[src/mem_bus_pkg.sv]
package mem_bus_pkg;

  ////////////////////////////////////////////////////////////////////////////
  // data bus geometry
  ////////////////////////////////////////////////////////////////////////////

  parameter int ADDR_W = 32;          // byte address width
  parameter int DATA_W = 32;          // one bus word
  parameter int BE_W   = DATA_W / 8;  // one enable per byte lane

  // bus and operand address
  typedef logic [ADDR_W-1:0] addr_t;

  // one data word, read or write
  typedef logic [DATA_W-1:0] word_t;

  // byte enables, bit n covers bits 8n+7..8n
  typedef logic [BE_W-1:0] be_t;

endpackage

[src/lsu_op_pkg.sv]
package lsu_op_pkg;

  ////////////////////////////////////////////////////////////////////////////
  // access controls from the execute stage
  ////////////////////////////////////////////////////////////////////////////

  // access size, both byte codes act the same
  typedef enum logic [1:0] {
    SIZE_WORD     = 2'b00,
    SIZE_HALF     = 2'b01,
    SIZE_BYTE     = 2'b10,
    SIZE_BYTE_ALT = 2'b11
  } size_e;

  // load extension mode
  typedef enum logic [1:0] {
    EXT_ZERO     = 2'b00,  // upper bits cleared
    EXT_SIGN     = 2'b01,  // upper bits copy the lane msb
    EXT_ONES     = 2'b10,  // upper bits set
    EXT_SIGN_ALT = 2'b11   // same as EXT_SIGN
  } ext_e;

  // byte position inside a word
  typedef logic [1:0] offset_t;

endpackage

[src/lsu_request_gen.sv]
`timescale 1ns/1ps

module lsu_request_gen (
  input  logic                data_we_ex_i,
  input  lsu_op_pkg::size_e   data_type_ex_i,
  input  mem_bus_pkg::word_t  data_wdata_ex_i,
  input  lsu_op_pkg::offset_t data_reg_offset_ex_i,  // byte of the register holding lane 0
  input  logic                data_req_ex_i,
  input  mem_bus_pkg::addr_t  operand_a_ex_i,
  input  mem_bus_pkg::addr_t  operand_b_ex_i,
  input  logic                addr_useincr_ex_i,     // a + b, else a only
  input  logic                data_misaligned_ex_i,  // second phase of a split access
  output mem_bus_pkg::addr_t  trans_addr_o,
  output logic                trans_we_o,
  output mem_bus_pkg::be_t    trans_be_o,
  output mem_bus_pkg::word_t  trans_wdata_o,
  output lsu_op_pkg::offset_t addr_offset_o,
  output logic                data_misaligned_o
);

  mem_bus_pkg::addr_t  addr_int;      // full byte address
  lsu_op_pkg::offset_t wdata_offset;  // lane rotation for store data

  // address generation
  assign addr_int      = addr_useincr_ex_i ? (operand_a_ex_i + operand_b_ex_i) : operand_a_ex_i;
  assign addr_offset_o = addr_int[1:0];

  // second phase always starts at lane 0 of the next word
  assign trans_addr_o = data_misaligned_ex_i ? {addr_int[mem_bus_pkg::ADDR_W-1:2], 2'b00}
                                             : addr_int;
  assign trans_we_o   = data_we_ex_i;

  // split detection, only on a first phase
  always_comb begin
    data_misaligned_o = 1'b0;
    if (data_req_ex_i && !data_misaligned_ex_i) begin
      case (data_type_ex_i)
        lsu_op_pkg::SIZE_WORD: data_misaligned_o = (addr_int[1:0] != 2'b00);
        lsu_op_pkg::SIZE_HALF: data_misaligned_o = (addr_int[1:0] == 2'b11);
        default:               data_misaligned_o = 1'b0;  // bytes never cross
      endcase
    end
  end

  //////////////////////////////////////////////////////////////////////////////
  // byte enables
  //////////////////////////////////////////////////////////////////////////////

  always_comb begin
    trans_be_o = 4'b0000;
    case (data_type_ex_i)
      lsu_op_pkg::SIZE_WORD: begin
        if (!data_misaligned_ex_i) begin
          case (addr_int[1:0])
            2'b00:   trans_be_o = 4'b1111;
            2'b01:   trans_be_o = 4'b1110;  // upper three lanes first
            2'b10:   trans_be_o = 4'b1100;
            default: trans_be_o = 4'b1000;
          endcase
        end else begin
          case (addr_int[1:0])  // remaining low lanes
            2'b01:   trans_be_o = 4'b0001;
            2'b10:   trans_be_o = 4'b0011;
            2'b11:   trans_be_o = 4'b0111;
            default: trans_be_o = 4'b0000;  // aligned word has no second phase
          endcase
        end
      end
      lsu_op_pkg::SIZE_HALF: begin
        if (!data_misaligned_ex_i) begin
          case (addr_int[1:0])
            2'b00:   trans_be_o = 4'b0011;
            2'b01:   trans_be_o = 4'b0110;
            2'b10:   trans_be_o = 4'b1100;
            default: trans_be_o = 4'b1000;  // low byte only, rest follows
          endcase
        end else begin
          trans_be_o = 4'b0001;  // high byte lands in lane 0
        end
      end
      default: begin
        case (addr_int[1:0])  // single byte lane
          2'b00:   trans_be_o = 4'b0001;
          2'b01:   trans_be_o = 4'b0010;
          2'b10:   trans_be_o = 4'b0100;
          default: trans_be_o = 4'b1000;
        endcase
      end
    endcase
  end

  //////////////////////////////////////////////////////////////////////////////
  // store data placement
  //////////////////////////////////////////////////////////////////////////////

  // register byte r goes to lane (r + address offset - register offset)
  assign wdata_offset = addr_int[1:0] - data_reg_offset_ex_i;

  always_comb begin
    case (wdata_offset)
      2'b00:   trans_wdata_o = data_wdata_ex_i;
      2'b01:   trans_wdata_o = {data_wdata_ex_i[23:0], data_wdata_ex_i[31:24]};
      2'b10:   trans_wdata_o = {data_wdata_ex_i[15:0], data_wdata_ex_i[31:16]};
      default: trans_wdata_o = {data_wdata_ex_i[7:0], data_wdata_ex_i[31:8]};
    endcase
  end

endmodule

[src/lsu_load_align.sv]
`timescale 1ns/1ps

module lsu_load_align (
  input  logic                clk,
  input  logic                rst_n,
  input  logic                ctrl_update_i,         // EX hands its access over to WB
  input  lsu_op_pkg::size_e   data_type_ex_i,
  input  lsu_op_pkg::ext_e    data_sign_ext_ex_i,
  input  logic                data_we_ex_i,
  input  lsu_op_pkg::offset_t addr_offset_i,
  input  logic                data_misaligned_ex_i,  // second phase now in EX
  input  logic                data_misaligned_i,     // first phase of a split now in EX
  input  logic                resp_valid_i,
  input  mem_bus_pkg::word_t  resp_rdata_i,
  output mem_bus_pkg::word_t  data_rdata_ex_o
);

  // controls of the access waiting for its response
  lsu_op_pkg::size_e   data_type_q;
  lsu_op_pkg::ext_e    data_sign_ext_q;
  lsu_op_pkg::offset_t rdata_offset_q;
  logic                data_we_q;

  mem_bus_pkg::word_t  rdata_q;         // first-phase word or last result
  mem_bus_pkg::word_t  rdata_w_ext;
  mem_bus_pkg::word_t  rdata_h_ext;
  mem_bus_pkg::word_t  rdata_b_ext;
  mem_bus_pkg::word_t  data_rdata_ext;
  logic [15:0]         half_lane;
  logic [7:0]          byte_lane;
  logic                half_fill;
  logic                byte_fill;

  // value of the bits above the lane
  function automatic logic fill_bit(lsu_op_pkg::ext_e mode, logic msb);
    case (mode)
      lsu_op_pkg::EXT_ZERO: fill_bit = 1'b0;
      lsu_op_pkg::EXT_ONES: fill_bit = 1'b1;
      default:              fill_bit = msb;  // both sign codes
    endcase
  endfunction

  always_ff @(posedge clk or negedge rst_n) begin
    if (!rst_n) begin
      data_type_q     <= lsu_op_pkg::SIZE_WORD;
      data_sign_ext_q <= lsu_op_pkg::EXT_ZERO;
      rdata_offset_q  <= '0;
      data_we_q       <= 1'b0;
    end else if (ctrl_update_i) begin
      data_type_q     <= data_type_ex_i;
      data_sign_ext_q <= data_sign_ext_ex_i;
      rdata_offset_q  <= addr_offset_i;
      data_we_q       <= data_we_ex_i;
    end
  end

  //////////////////////////////////////////////////////////////////////////////
  // lane selection
  //////////////////////////////////////////////////////////////////////////////

  // word, upper bytes of the held first phase fill the low part
  always_comb begin
    case (rdata_offset_q)
      2'b00:   rdata_w_ext = resp_rdata_i;
      2'b01:   rdata_w_ext = {resp_rdata_i[7:0], rdata_q[31:8]};
      2'b10:   rdata_w_ext = {resp_rdata_i[15:0], rdata_q[31:16]};
      default: rdata_w_ext = {resp_rdata_i[23:0], rdata_q[31:24]};
    endcase
  end

  always_comb begin
    case (rdata_offset_q)
      2'b00:   half_lane = resp_rdata_i[15:0];
      2'b01:   half_lane = resp_rdata_i[23:8];
      2'b10:   half_lane = resp_rdata_i[31:16];
      default: half_lane = {resp_rdata_i[7:0], rdata_q[31:24]};  // split halfword
    endcase
  end

  always_comb begin
    case (rdata_offset_q)
      2'b00:   byte_lane = resp_rdata_i[7:0];
      2'b01:   byte_lane = resp_rdata_i[15:8];
      2'b10:   byte_lane = resp_rdata_i[23:16];
      default: byte_lane = resp_rdata_i[31:24];
    endcase
  end

  //////////////////////////////////////////////////////////////////////////////
  // extension and result
  //////////////////////////////////////////////////////////////////////////////

  assign half_fill   = fill_bit(data_sign_ext_q, half_lane[15]);
  assign byte_fill   = fill_bit(data_sign_ext_q, byte_lane[7]);
  assign rdata_h_ext = {{16{half_fill}}, half_lane};
  assign rdata_b_ext = {{24{byte_fill}}, byte_lane};

  always_comb begin
    case (data_type_q)
      lsu_op_pkg::SIZE_WORD: data_rdata_ext = rdata_w_ext;
      lsu_op_pkg::SIZE_HALF: data_rdata_ext = rdata_h_ext;
      default:               data_rdata_ext = rdata_b_ext;
    endcase
  end

  // raw word while a split load is in progress, else the finished result
  always_ff @(posedge clk) begin
    if (resp_valid_i && !data_we_q) begin
      if (data_misaligned_ex_i || data_misaligned_i) begin
        rdata_q <= resp_rdata_i;
      end else begin
        rdata_q <= data_rdata_ext;
      end
    end
  end

  assign data_rdata_ex_o = resp_valid_i ? data_rdata_ext : rdata_q;  // hold between loads

endmodule

[src/lsu_txn_ctrl.sv]
`timescale 1ns/1ps

module lsu_txn_ctrl #(
  parameter int DEPTH = 2  // max outstanding transactions
) (
  input  logic clk,
  input  logic rst_n,
  input  logic data_req_ex_i,
  input  logic data_gnt_i,
  input  logic data_rvalid_i,
  output logic trans_req_o,
  output logic ctrl_update_o,
  output logic lsu_ready_ex_o,
  output logic lsu_ready_wb_o,
  output logic busy_o
);

  localparam int CNT_W = $clog2(DEPTH + 1);
  localparam logic [CNT_W-1:0] CNT_MAX = CNT_W'(DEPTH);

  logic [CNT_W-1:0] cnt_q;       // transactions granted, response pending
  logic [CNT_W-1:0] next_cnt;
  logic             count_up;    // request accepted this cycle
  logic             count_down;  // response arrives this cycle
  logic             accepted;

  // no request leaves while the pipe is full
  assign trans_req_o = data_req_ex_i && (cnt_q < CNT_MAX);
  assign accepted    = trans_req_o && data_gnt_i;

  //////////////////////////////////////////////////////////////////////////////
  // stage readiness
  //////////////////////////////////////////////////////////////////////////////

  // WB is free when empty, or its response is here
  assign lsu_ready_wb_o = (cnt_q == '0) ? 1'b1 : data_rvalid_i;

  // EX and WB advance together once WB is occupied
  always_comb begin
    if (!data_req_ex_i) begin
      lsu_ready_ex_o = 1'b1;
    end else if (cnt_q == '0) begin
      lsu_ready_ex_o = accepted;
    end else if (cnt_q < CNT_MAX) begin
      lsu_ready_ex_o = data_rvalid_i && accepted;
    end else begin
      lsu_ready_ex_o = data_rvalid_i;  // request already granted earlier
    end
  end

  assign ctrl_update_o = lsu_ready_ex_o && data_req_ex_i;
  assign busy_o        = (cnt_q != '0) || trans_req_o;

  //////////////////////////////////////////////////////////////////////////////
  // outstanding counter
  //////////////////////////////////////////////////////////////////////////////

  assign count_up   = accepted;
  assign count_down = data_rvalid_i;

  always_comb begin
    case ({count_up, count_down})
      2'b10:   next_cnt = cnt_q + 1'b1;
      2'b01:   next_cnt = cnt_q - 1'b1;
      default: next_cnt = cnt_q;  // idle, or one in and one out
    endcase
  end

  always_ff @(posedge clk or negedge rst_n) begin
    if (!rst_n) begin
      cnt_q <= '0;
    end else begin
      cnt_q <= next_cnt;
    end
  end

endmodule

[src/lsu_top.sv]
`timescale 1ns/1ps

module lsu_top #(
  parameter int DEPTH = 2  // outstanding bus transactions
) (
  input  logic                clk,
  input  logic                rst_n,

  // execute stage
  input  logic                data_we_ex_i,
  input  lsu_op_pkg::size_e   data_type_ex_i,
  input  mem_bus_pkg::word_t  data_wdata_ex_i,
  input  lsu_op_pkg::offset_t data_reg_offset_ex_i,
  input  logic                data_req_ex_i,
  input  mem_bus_pkg::addr_t  operand_a_ex_i,
  input  mem_bus_pkg::addr_t  operand_b_ex_i,
  input  logic                addr_useincr_ex_i,
  input  logic                data_misaligned_ex_i,
  input  lsu_op_pkg::ext_e    data_sign_ext_ex_i,

  // data bus
  output logic                data_req_o,
  input  logic                data_gnt_i,
  input  logic                data_rvalid_i,
  output mem_bus_pkg::addr_t  data_addr_o,
  output logic                data_we_o,
  output mem_bus_pkg::be_t    data_be_o,
  output mem_bus_pkg::word_t  data_wdata_o,
  input  mem_bus_pkg::word_t  data_rdata_i,

  // back to the pipeline
  output mem_bus_pkg::word_t  data_rdata_ex_o,
  output logic                data_misaligned_o,
  output logic                lsu_ready_ex_o,
  output logic                lsu_ready_wb_o,
  output logic                busy_o
);

  logic                ctrl_update;  // EX access moves to WB
  lsu_op_pkg::offset_t addr_offset;

  ////////////////////////////////////////////////////////////////////////////
  // address phase
  ////////////////////////////////////////////////////////////////////////////

  lsu_request_gen i_request_gen (
    .data_we_ex_i         (data_we_ex_i),
    .data_type_ex_i       (data_type_ex_i),
    .data_wdata_ex_i      (data_wdata_ex_i),
    .data_reg_offset_ex_i (data_reg_offset_ex_i),
    .data_req_ex_i        (data_req_ex_i),
    .operand_a_ex_i       (operand_a_ex_i),
    .operand_b_ex_i       (operand_b_ex_i),
    .addr_useincr_ex_i    (addr_useincr_ex_i),
    .data_misaligned_ex_i (data_misaligned_ex_i),
    .trans_addr_o         (data_addr_o),
    .trans_we_o           (data_we_o),
    .trans_be_o           (data_be_o),
    .trans_wdata_o        (data_wdata_o),
    .addr_offset_o        (addr_offset),
    .data_misaligned_o    (data_misaligned_o)
  );

  lsu_txn_ctrl #(
    .DEPTH (DEPTH)
  ) i_txn_ctrl (
    .clk            (clk),
    .rst_n          (rst_n),
    .data_req_ex_i  (data_req_ex_i),
    .data_gnt_i     (data_gnt_i),
    .data_rvalid_i  (data_rvalid_i),
    .trans_req_o    (data_req_o),
    .ctrl_update_o  (ctrl_update),
    .lsu_ready_ex_o (lsu_ready_ex_o),
    .lsu_ready_wb_o (lsu_ready_wb_o),
    .busy_o         (busy_o)
  );

  ////////////////////////////////////////////////////////////////////////////
  // response phase
  ////////////////////////////////////////////////////////////////////////////

  lsu_load_align i_load_align (
    .clk                  (clk),
    .rst_n                (rst_n),
    .ctrl_update_i        (ctrl_update),
    .data_type_ex_i       (data_type_ex_i),
    .data_sign_ext_ex_i   (data_sign_ext_ex_i),
    .data_we_ex_i         (data_we_ex_i),
    .addr_offset_i        (addr_offset),
    .data_misaligned_ex_i (data_misaligned_ex_i),
    .data_misaligned_i    (data_misaligned_o),
    .resp_valid_i         (data_rvalid_i),
    .resp_rdata_i         (data_rdata_i),
    .data_rdata_ex_o      (data_rdata_ex_o)
  );

endmodule

[config.mk]
export PLATFORM = sky130hd
export DESIGN_NAME = lsu_top
export DESIGN_NICKNAME = d
export VERILOG_FILES = /design/src/mem_bus_pkg.sv /design/src/lsu_op_pkg.sv /design/src/lsu_request_gen.sv /design/src/lsu_load_align.sv /design/src/lsu_txn_ctrl.sv /design/src/lsu_top.sv
export SDC_FILE = /design/constraint.sdc
export NUM_CORES = 1
export LEC_CHECK = 0
export BUFFER_PORTS_ARGS = -buffer_cell sky130_fd_sc_hd__buf_2
export CAP_MARGIN = 10
export CORE_MARGIN = 2
export CORE_UTILIZATION = 30
export CTS_BUF_LIST = sky130_fd_sc_hd__clkbuf_2 sky130_fd_sc_hd__clkbuf_4 sky130_fd_sc_hd__clkbuf_8
export DETAILED_ROUTE_END_ITERATION = 8
export GPL_ROUTABILITY_DRIVEN = 0
export PLACE_DENSITY = 0.52
export SLEW_MARGIN = 40
export SYNTH_ARGS = -nofsm -noshare
export SYNTH_HDL_FRONTEND = slang
export SYNTH_SLANG_ARGS = --single-unit
[constraint.sdc]
create_clock -name clk -period 2.47 [get_ports clk]
set_input_delay 0.1235 -clock clk [delete_from_list [all_inputs] [get_ports clk]]
set_output_delay 0.1235 -clock clk [all_outputs]
set_load 0.02 [all_outputs]
After elaboration in Yosys (flattened, before gate mapping)
Cells that the tools add are included.
{"block": "word_totals", "mem_count": 0, "mem_bits_ro": 0, "latch_bits": 0, "in_bits": 142, "wordCells": 68, "register_bits": 41, "mem_bits_rw": 0, "out_inout_bits": 106}
{"block": "classes", "n_reduce_logical": 20, "bitwise": 0, "n_mul": 0, "eq_ne": 12, "n_lt_le_gt_ge": 1, "muxes": 25, "addsub": 4, "n_div": 0, "n_shift": 0}
{"operator": "32-bit one-hot mux with 3 select lines", "n": 2}
{"operator": "32-bit two-way mux", "n": 3}
{"operator": "32-bit one-hot mux with 2 select lines", "n": 1}
{"operator": "16-bit one-hot mux with 3 select lines", "n": 1}
{"operator": "32-bit adder", "n": 1}
{"operator": "4-bit one-hot mux with 3 select lines", "n": 2}
{"operator": "8-bit one-hot mux with 3 select lines", "n": 1}
{"operator": "3-bit one-hot mux with 3 select lines", "n": 2}
{"operator": "2-bit zero test", "n": 7}
{"operator": "2-bit by 1-bit equality test with 1-bit output (second input constant)", "n": 6}
{"operator": "2-bit equality test (second input constant)", "n": 6}
{"operator": "4-bit two-way mux", "n": 2}
{"operator": "4-bit one-hot mux with 2 select lines", "n": 1}
{"operator": "1-bit logical AND", "n": 6}
{"operator": "1-bit one-hot mux with 2 select lines", "n": 3}
{"operator": "2-bit nonzero test", "n": 3}
{"operator": "1-bit two-way mux", "n": 5}
{"operator": "2-bit one-hot mux with 2 select lines", "n": 1}
{"operator": "2-bit by 1-bit adder with 2-bit output (second input constant)", "n": 1}
{"operator": "1-bit zero test", "n": 2}
{"operator": "1-bit logical OR", "n": 2}
{"operator": "2-bit less-than comparator (second input constant)", "n": 1}
{"operator": "2-bit two-way mux", "n": 1}
{"operator": "2-bit by 1-bit subtractor with 2-bit output (second input constant)", "n": 1}
{"operator": "2-bit subtractor", "n": 1}

Logic depth before layout (Yosys ltp)
Gate-level depths: netlist of run 1.
{"block": "depth", "word_depth": 8, "mapped_depth": 14, "ltp_nobuf": 12}

By module
Synthesis of run 1 repeated with hierarchy kept, for this count alone.
{"block": "hier_totals", "cells_unflattened": 835, "area_unflattened_um2": 6916.6}
{"module": "lsu_load_align", "seq_area_each_um2": 1136.1, "area_each_um2": 3612.2, "cells_each": 417, "n_inst": 1}
{"module": "lsu_request_gen", "seq_area_each_um2": 0.0, "area_each_um2": 3173.0, "cells_each": 403, "n_inst": 1}
{"module": "lsu_txn_ctrl", "seq_area_each_um2": 50.0, "area_each_um2": 131.4, "cells_each": 15, "n_inst": 1}

Worst setup path after synthesis of run 1
Ideal clock, no wire load.
{"block": "synth_path", "path_kind": "input to register", "from": "input operand_a_ex_i[0]", "to": "register i_load_align.rdata_q[10] (data pin)", "arrival_time_ps": 2472, "setup_time_ps": 267, "slack_ps": -269, "required_time_ps": 2203, "n_path_buf": 2, "stages": 12, "cell_sequence": "ha_1 > inv_1 > fa_1 > nand2_1 > o21ai_2 > inv_1 > ha_1 > o21ai_0 > nor2b_1 > buf_1 > clkbuf_1 > a21oi_1"}
{"block": "synth_between", "elab_chain_cells": 7, "word_cells_on_any_way": 8, "cone_classes": "add/sub (1); eq/ne (1); mux (4); reduce/logical (2)"}
{"item": "start: declaration", "line_no": "lsu_top.sv:15", "text": "input mem_bus_pkg::addr_t operand_a_ex_i,"}
{"item": "32-bit adder (*)", "line_no": "lsu_request_gen.sv:25", "text": "assign addr_int = addr_useincr_ex_i ? (operand_a_ex_i + operand_b_ex_i) : operand_a_ex_i;"}
{"item": "32-bit two-way mux (*)", "line_no": "lsu_request_gen.sv:25"}
{"item": "named net addr_offset[1]", "line_no": "lsu_top.sv:40", "text": "lsu_op_pkg::offset_t addr_offset;"}
{"item": "2-bit equality test or 2-bit nonzero test (tied branches)", "line_no": "lsu_request_gen.sv:39, lsu_request_gen.sv:38"}
{"item": "1-bit one-hot mux with 2 select lines (*)", "line_no": "lsu_request_gen.sv:37", "text": "case (data_type_ex_i)"}
{"item": "1-bit two-way mux (*)", "line_no": "lsu_request_gen.sv:36", "text": "if (data_req_ex_i && !data_misaligned_ex_i) begin"}
{"item": "1-bit logical OR (*)", "line_no": "lsu_load_align.sv:109", "text": "if (data_misaligned_ex_i || data_misaligned_i) begin"}
{"item": "32-bit two-way mux (*)", "line_no": "lsu_load_align.sv:109"}
{"item": "end signal: assignment", "line_no": "lsu_load_align.sv:110", "text": "rdata_q <= resp_rdata_i;"}
{"item": "end signal: assignment", "line_no": "lsu_load_align.sv:112", "text": "rdata_q <= data_rdata_ext;"}
{"item": "end: declaration", "line_no": "lsu_load_align.sv:24", "text": "mem_bus_pkg::word_t rdata_q;"}
Mark *: on every way through the listed nets, which the timed path passes. The rest lies on a longest branch.
A chain may end at the register's enable or synchronous reset.

Worst setup path in the final report of run 1
{"block": "layout_path", "from": "input operand_b_ex_i[0]", "to": "output data_addr_o[26]"}
{"block": "layout_between", "elab_chain_cells": 2}
{"item": "start: declaration", "line_no": "lsu_top.sv:16", "text": "input mem_bus_pkg::addr_t operand_b_ex_i,"}
{"item": "32-bit adder", "line_no": "lsu_request_gen.sv:25"}
{"item": "32-bit two-way mux", "line_no": "lsu_request_gen.sv:25"}
{"item": "end: declaration", "line_no": "lsu_top.sv:25", "text": "output mem_bus_pkg::addr_t data_addr_o,"}
Every way passes these cells.

==> results.txt, run 1 <==
----------------------------------------------------
[Synth]
  Share of Yosys cell area claimed by the top area cell type ... 14.1%
  Gate count after technology mapping ... 832
  Post-synthesis cell type count ... 69
  Cell taking the most area after synthesis ... sky130_fd_sc_hd__edfxtp_1
  Number of synthesis warnings ... 0
  Number of synthesized flops with an enable pin ... 32
  Synth Net Count ... 1,016
  Fraction of the yosys area taken by sequential cells ... 17.5%
  Cell area after synthesis ... 6790 sq um
  Prevailing post-synth register cell ... sky130_fd_sc_hd__edfxtp_1
  Synth async-reset ratio ... 22.0%
  Average cell area after synthesis ... 8.16 sq um
  Number of storage elements in the synthesis netlist ... 41
  Cells taking the most area after synthesis ... sky130_fd_sc_hd__edfxtp_1, sky130_fd_sc_hd__mux2i_1, sky130_fd_sc_hd__mux2_2

[Worst setup path]
  Data arrival, critical path ... 2.32 ns
  Worst r2r dst ... i_load_align.rdata_q[22]
  Crit path launch type ... input pin
  Worst endpoint required time ... 2.35 ns
  Flop-to-flop setup slack ... 0.32 ns
  Largest driver fanout on the critical path ... 4
  Critical path launch point ... operand_b_ex_i[0]
  Critical path capture point type ... primary output
  Path type of the worst setup path ... in2out
  Beginning of the worst register-to-register path ... i_load_align.rdata_offset_q[0]
  Reg2reg path depth ... 8

[CTS]
  Max Buffers Root-to-Sink ... 2
  Cell at the root of the clock tree ... sky130_fd_sc_hd__clkbuf_8
  Cts bufs inserted ... 5
  H-tree depth ... 2
  Clock sink total ... 41
  Clock transition at path regs ... 0.08 ns
  Clock latency of the later-clocked register in the worst-skew pair ... 0.31 ns
  CTS tree ... done

[Route]
  Number of detailed-routing iterations run before antenna repair ... 5
  Avg Vias per Cell ... 5.40
  Residual antenna-violating net count after detailed routing ... 0
  Final wirelength ... 24,800 um
  Wirelength per Cell ... 17.6 um
  DRC errors left ... 0
  Vias ... 7,629
  Number of DRC markers after the initial detailed-route iteration ... 485

[Global routing]
  Overflow left after global routing ... 0
  First-pass GRT wire length ... 38,000 um
  Number of antenna violations at the first check in global routing ... 1
  Largest net degree at the start of global routing ... 63
  GRT Util Overall ... 19.2%
  Via count of the first global-routing pass ... 7,379

[Power]
  Power Total ... 8480 uW
  Internal power consumption ... 4220 uW
  Seq pwr share ... 14.9%
  Net switching share of the total power ... 50.2%
  Power per standard cell area ... 873 nW/um^2
  Logic gate share of total power ... 79.5%
  Largest vdd supply drop ... 441 uV
  Switching component of the power ... 4250 uW
  Power share of the clock group ... 5.5%
  Total leakage power ... 0.00435 uW

[Final layout]
  Layout Area Growth over Synthesis ... 43.1%
  Final design utilization ... 43.3%
  Share of post-route cells with drive strength above 1 ... 44.7%
  Final #Nets ... 1,310
  Count of inserted antenna diode cells ... 0
  Post-layout instance count excluding filler cells ... 1,412
  Total of fill cells in the finished design ... 2,307
  Area taken by flip-flops and latches ... 1190 sq um
  Multi-input combinational cell area ... 5740 sq um

[Timing]
  Highest clock frequency the design can meet ... 409 MHz
  Period utilization ... 99.0%
  Slew at the pin closest to its max-slew limit ... 0.517 ns
  Number of endpoints with negative hold slack in the final report ... 0
  Final max-slew violation count ... 0
  Time the final worst path needs with I/O delays and setup ... 2.45 ns
  Final hold slack ... 0.0801 ns
  Final setup violating endpoints ... 0
  Worst clock skew ... 0.0132 ns
  Setup WS post-layout ... 0.0243 ns
  Setup repair after global routing missed its margin ... yes
  Worst slew margin relative to its limit ... 65.5%

[Die]
  Number of ports placed on the die boundary ... 248
  Floorplan Core Area ... 22,400 sq um
  Placement row count ... 55
  Die H ... 154 um
  Area enclosed by the die boundary ... 23,900 sq um
  Overall die width ... 154 um
  Starting density of the core ... 30.3%

[Outcome]
  Outcome ... complete, no violations

[Worst hold path]
  Tightest Hold Check Type ... in2reg
  Beginning of the worst hold path ... data_sign_ext_ex_i[1]
  Cell depth of the worst hold path ... 2
  Worst Hold End ... i_load_align.data_sign_ext_q[1]

[Place]
  Worst slack at placement ... -0.210 ns
  Half-perimeter wire length after placement ... 18,600 um
  Number of buffers added on ports ... 247
  Placed Cells incl. Taps ... 1,387

[Run]
  # Max-Cap Violations ... 0

----------------------------------------------------
==> worst max path at each step <==
stage                                         end  slack (ns)  depth (start not counted)
after global routing              data_addr_o[24]       -0.10                         12
after floorplan           i_load_align.rdata_q[0]       -0.03                         12
after CTS                         data_addr_o[26]       -0.03                         12
after global placement            data_addr_o[26]       -0.23                         12
after detailed placement          data_addr_o[26]       -0.21                         12
final                             data_addr_o[26]        0.02                         12
==> metal layers <==
metal | share of wire (%) | GRT usage [%] | wire [um]
met2 | 49 | 33.9 | 12200
met5 | 0 | 0 | 0
met4 | 1.9 | 4.76 | 461
met3 | 5.9 | 2.07 | 1460
met1 | 43 | 25.0 | 10700
==> sequential cells by signal, indices dropped and copies added, names as in the netlist <==
| register | cells |
|---|---|
| i_load_align.data_we_q | 1 |
| i_txn_ctrl.cnt_q | 2 |
| i_load_align.rdata_offset_q | 2 |
| i_load_align.data_sign_ext_q | 2 |
| i_load_align.rdata_q | 32 |
| i_load_align.data_type_q | 2 |
==> power groups by stage <==
stage / Combinational (uW) / Clock (uW) / Sequential, uW
after detailed placement: 5770 / 0 / 1280
after global routing: 7240 / 504 / 1300
after CTS: 5900 / 495 / 1270
after floorplan: 3990 / 0 / 1190
final: 6740 / 468 / 1270
after global placement: 5770 / 0 / 1280
==> per-stage QoR <==
stage	area, sq um	TNS [ns]
after global placement	8910	-4.75
after floorplan	6830	-0.396
after CTS	9250	-0.0518
final	9720	0
after detailed placement	8910	-5.12
after global routing	9720	-0.668
==> cells in the final DEF, fill, tap and decap left out, types with 4 or more instances in the layout <==
master	Yosys	routed
sky130_fd_sc_hd__nand3b_1	8	8
sky130_fd_sc_hd__nand3_1	8	7
sky130_fd_sc_hd__clkbuf_8	0	5
sky130_fd_sc_hd__a21o_1	26	26
sky130_fd_sc_hd__ha_4	0	11
sky130_fd_sc_hd__o21ai_1	1	4
sky130_fd_sc_hd__o2111ai_1	4	4
sky130_fd_sc_hd__o31a_1	6	6
sky130_fd_sc_hd__ha_1	41	29
sky130_fd_sc_hd__nand2b_1	6	4
sky130_fd_sc_hd__xor2_1	11	11
sky130_fd_sc_hd__o22ai_1	6	5
sky130_fd_sc_hd__mux2_2	50	49
sky130_fd_sc_hd__buf_2	14	227
sky130_fd_sc_hd__or3_1	6	6
sky130_fd_sc_hd__nor2_1	99	97
sky130_fd_sc_hd__a221oi_1	8	8
sky130_fd_sc_hd__o21ai_0	45	41
sky130_fd_sc_hd__a21oi_2	2	19
sky130_fd_sc_hd__inv_1	13	12
sky130_fd_sc_hd__a21oi_4	0	12
sky130_fd_sc_hd__mux4_2	12	12
sky130_fd_sc_hd__o211ai_1	7	7
sky130_fd_sc_hd__buf_6	1	9
sky130_fd_sc_hd__mux2i_1	90	89
sky130_fd_sc_hd__edfxtp_1	32	32
sky130_fd_sc_hd__buf_4	3	104
sky130_fd_sc_hd__a21oi_1	112	83
sky130_fd_sc_hd__a32o_1	7	7
sky130_fd_sc_hd__nor3_1	4	4
sky130_fd_sc_hd__buf_12	0	9
sky130_fd_sc_hd__nand2_1	52	50
sky130_fd_sc_hd__xnor2_1	16	15
sky130_fd_sc_hd__dfrtp_1	9	7
sky130_fd_sc_hd__nor2b_1	10	7
sky130_fd_sc_hd__nand4_1	12	12
==> synth_stat cells, types with 9 or more instances <==
library cell	count
sky130_fd_sc_hd__mux2i_1	90
sky130_fd_sc_hd__edfxtp_1	32
sky130_fd_sc_hd__nor2_1	99
sky130_fd_sc_hd__mux2_2	50
sky130_fd_sc_hd__clkbuf_1	43
sky130_fd_sc_hd__buf_2	14
sky130_fd_sc_hd__nor2b_1	10
sky130_fd_sc_hd__o21ai_0	45
sky130_fd_sc_hd__xnor2_1	16
sky130_fd_sc_hd__mux4_2	12
sky130_fd_sc_hd__dfrtp_1	9
sky130_fd_sc_hd__nand2_1	52
sky130_fd_sc_hd__ha_1	41
sky130_fd_sc_hd__a21oi_1	112
sky130_fd_sc_hd__a21o_1	26
sky130_fd_sc_hd__xor2_1	11
sky130_fd_sc_hd__nand4_1	12
sky130_fd_sc_hd__inv_1	13
==> critical path, stage by stage <==
cell and delay [ns]:
sky130_fd_sc_hd__buf_6 0.08, sky130_fd_sc_hd__ha_4 0.13, sky130_fd_sc_hd__inv_2 0.04, sky130_fd_sc_hd__fa_2 0.35, sky130_fd_sc_hd__nand2b_4 0.16, sky130_fd_sc_hd__a21oi_4 0.17, sky130_fd_sc_hd__o31ai_4 0.08, sky130_fd_sc_hd__a211o_1 0.30
sky130_fd_sc_hd__a21o_1 0.20, sky130_fd_sc_hd__o2111a_1 0.25, sky130_fd_sc_hd__a221o_1 0.29, sky130_fd_sc_hd__buf_6 0.14
==> kinds of logic after synthesis <==
kind of cell	share of synthesized area (%)
adders and majority gates	7.85
AOI/OAI and AO/OA	25.8
muxes	25.5
xor gates and xnor gates	3.72
and+or+nand+nor	14.7
DFF	17.5
buffers and inverters	5.01
==> final cells by class <==
| type | instances | share of cell area (%) |
|---|---|---|
| clock inverter | 3 | 0.180 |
| timing repair buffer | 354 | 23.7 |
| inverter | 14 | 0.541 |
| tap | 285 | 3.67 |
| clock buffer | 5 | 0.708 |
| sequential | 41 | 12.2 |
| multi-input combinational | 710 | 59.0 |
==> what timing repair did <==
action	in CTS	in global routing
pin swaps	22	26
setup buffers	8	7
gates resized for setup	37	78
endpoints found under the hold margin	9	0
hold buffers	1	0
gates cloned	0	3
setup endpoints to repair	37	40
No activity file was read; power rests on OpenSTA's default activity.
==> run 2: changes to the inputs <==
Settings changed: CORE_ASPECT_RATIO set to 1.4, TNS_END_PERCENT set to 20.
==> results.txt, run 2 (synthesized netlist as in run 1, its figures left out) <==
----------------------------------------------------
[Outcome]
  Outcome ... complete, but fails checks
  Violations in the final reports ... setup timing

[Timing]
  Time the final worst path needs with I/O delays and setup ... 2.48 ns
  Final setup violating endpoints ... 2
  Number of endpoints with negative hold slack in the final report ... 0
  Final hold slack ... 0.0387 ns
  Highest clock frequency the design can meet ... 403 MHz
  Period utilization ... 101%
  Worst slew margin relative to its limit ... 67.1%
  Slew at the pin closest to its max-slew limit ... 0.493 ns
  Setup WS post-layout ... -0.0124 ns
  Worst clock skew ... 0.00975 ns
  Setup repair after global routing missed its margin ... yes
  Final max-slew violation count ... 0

[Final layout]
  Commonest cells after routing, fill and taps aside ... sky130_fd_sc_hd__buf_2, sky130_fd_sc_hd__nor2_1, sky130_fd_sc_hd__mux2i_1, sky130_fd_sc_hd__a21oi_1, sky130_fd_sc_hd__buf_4
  Top register by number of flip-flops ... i_load_align.rdata_q
  Total of fill cells in the finished design ... 2,343
  Most common library cell in the layout ignoring fill and taps ... sky130_fd_sc_hd__buf_2
  Share of post-route cells with drive strength above 1 ... 43.3%
  Flip-flop count of the largest register after layout ... 32
  Layout Area Growth over Synthesis ... 39.3%
  Final #Nets ... 1,299

[Worst setup path]
  Crit path launch type ... input pin
  Data arrival, critical path ... 2.36 ns
  Capture point of the critical path ... data_addr_o[26]
  Flop-to-flop setup slack ... 0.41 ns
  Path type of the worst setup path ... in2out
  Critical path capture point type ... primary output
  Beginning of the worst register-to-register path ... i_load_align.rdata_offset_q[0]
  Largest driver fanout on the critical path ... 3
  Worst r2r dst ... i_load_align.rdata_q[26]
  Critical path launch point ... operand_b_ex_i[0]
  Worst endpoint required time ... 2.35 ns
  Reg2reg path depth ... 7

[Route]
  Final wirelength ... 24,500 um
  DRC errors left ... 0
  Avg Vias per Cell ... 5.35
  Number of detailed-routing iterations run before antenna repair ... 5
  Wirelength per Cell ... 17.3 um
  Residual antenna-violating net count after detailed routing ... 0
  Vias ... 7,586
  Number of DRC markers after the initial detailed-route iteration ... 399

[CTS]
  Clock sink total ... 41
  CTS tree ... done
  Clock latency of the later-clocked register in the worst-skew pair ... 0.32 ns
  Max Buffers Root-to-Sink ... 2
  Cts bufs inserted ... 5
  Clock transition at path regs ... 0.09 ns
  Cell at the root of the clock tree ... sky130_fd_sc_hd__clkbuf_8
  H-tree depth ... 2

[Global routing]
  Number of antenna violations at the first check in global routing ... 3
  GRT Util Overall ... 19.8%
  First-pass GRT wire length ... 38,700 um
  Via count of the first global-routing pass ... 7,567
  Largest net degree at the start of global routing ... 37
  Overflow left after global routing ... 0

[Power]
  Largest vdd supply drop ... 467 uV
  Total leakage power ... 0.00429 uW
  Power per standard cell area ... 881 nW/um^2

[Die]
  Die H ... 182 um
  Area enclosed by the die boundary ... 23,900 sq um
  Placement row count ... 65
  Overall die width ... 131 um
  Number of ports placed on the die boundary ... 248
  Starting density of the core ... 30.4%
  Floorplan Core Area ... 22,400 sq um

[Place]
  Half-perimeter wire length after placement ... 18,800 um
  Number of buffers added on ports ... 247
  Worst slack at placement ... -0.235 ns

[Run]
  # Max-Cap Violations ... 0

[Worst hold path]
  Tightest Hold Check Type ... in2reg

----------------------------------------------------
-- run 2: cell types whose count changed in the layout (fill, tap and decap cells not counted), moves of 5 or more --
cell / previous run / this run
sky130_fd_sc_hd__a21oi_1: 83 / 89
sky130_fd_sc_hd__a21oi_4: 12 / 5
sky130_fd_sc_hd__buf_2: 227 / 239
sky130_fd_sc_hd__ha_1: 29 / 34
sky130_fd_sc_hd__buf_4: 104 / 84
sky130_fd_sc_hd__ha_4: 11 / 3
-- run 2: power breakdown --
part	switching, uW	total (uW)	leakage [uW]	internal (uW)
registers	229	1290	0.000404	1060
logic	3640	6460	0.00383	2820
clock network	273	583	0.0000563	310
total	4140	8340	0.00429	4200
-- run 2: cell type report --
| cell class | count | area [sq um] | share of cell area, % |
|---|---|---|---|
| inverters | 14 | 52.6 | 0.555 |
| clock buffers | 6 | 76.3 | 0.806 |
| diodes | 1 | 2.50 | 0.0264 |
| repair buffers | 343 | 2160 | 22.8 |
| clock inverters | 2 | 33.8 | 0.357 |
| well taps | 301 | 377 | 3.98 |
| multi-input cells | 710 | 5570 | 58.9 |
| flip-flops and latches | 41 | 1190 | 12.6 |
-- run 2: critical path: stages --
cell and delay (ns):
sky130_fd_sc_hd__buf_6 0.08, sky130_fd_sc_hd__ha_4 0.13, sky130_fd_sc_hd__inv_2 0.04, sky130_fd_sc_hd__fa_2 0.36, sky130_fd_sc_hd__nand2b_4 0.16, sky130_fd_sc_hd__a21oi_4 0.18, sky130_fd_sc_hd__o31ai_4 0.08, sky130_fd_sc_hd__a211o_1 0.33
sky130_fd_sc_hd__a21o_1 0.19, sky130_fd_sc_hd__o2111a_1 0.25, sky130_fd_sc_hd__a221o_1 0.30, sky130_fd_sc_hd__buf_6 0.14
-- run 2: worst min path at each step --
stage / start / end / slack [ns] / depth (start not counted)
after floorplan: rst_n / i_load_align.data_sign_ext_q[0] / -0.17 / 0
after global placement: rst_n / i_load_align.data_we_q / -0.007 / 1
after detailed placement: rst_n / i_load_align.data_we_q / -0.008 / 1
after CTS: data_sign_ext_ex_i[1] / i_load_align.data_sign_ext_q[1] / 0.03 / 2
after global routing: data_sign_ext_ex_i[1] / i_load_align.data_sign_ext_q[1] / 0.04 / 2
final: data_sign_ext_ex_i[1] / i_load_align.data_sign_ext_q[1] / 0.04 / 2
-- run 2: per-layer routing --
layer | vias up | global-route usage [%] | part of all wire, %
met2 | 283 | 36.4 | 51
li1 | 3695 | - | -
met1 | 3566 | 23.8 | 41
met3 | 38 | 2.88 | 6.2
met5 | - | 0 | 0.11
met4 | 4 | 5.70 | 2.1
-- run 2: through the flow --
stage	std cells	utilization, %	setup TNS (ns)	area, sq um	power [uW]
2_1_floorplan	832	-	-1.21	6820	5180
3_3_place_gp	1399	39.7	-3.87	8880	7080
3_5_place_dp	1399	39.7	-4.37	8880	7080
4_1_cts	1416	41.4	-0.253	9270	8130
5_1_grt	1418	42.3	-0.879	9460	8910
6_report	1418	42.3	-0.0197	9460	8340
-- run 2: what timing repair did --
item                                   4_1_cts  5_1_grt
setup endpoints to repair                   46       80
setup buffers                                6        1
pin swaps                                    9       24
gates cloned                                 2        0
gates resized for setup                     40       44
endpoints found under the hold margin        9        0
hold buffers                                 1        0
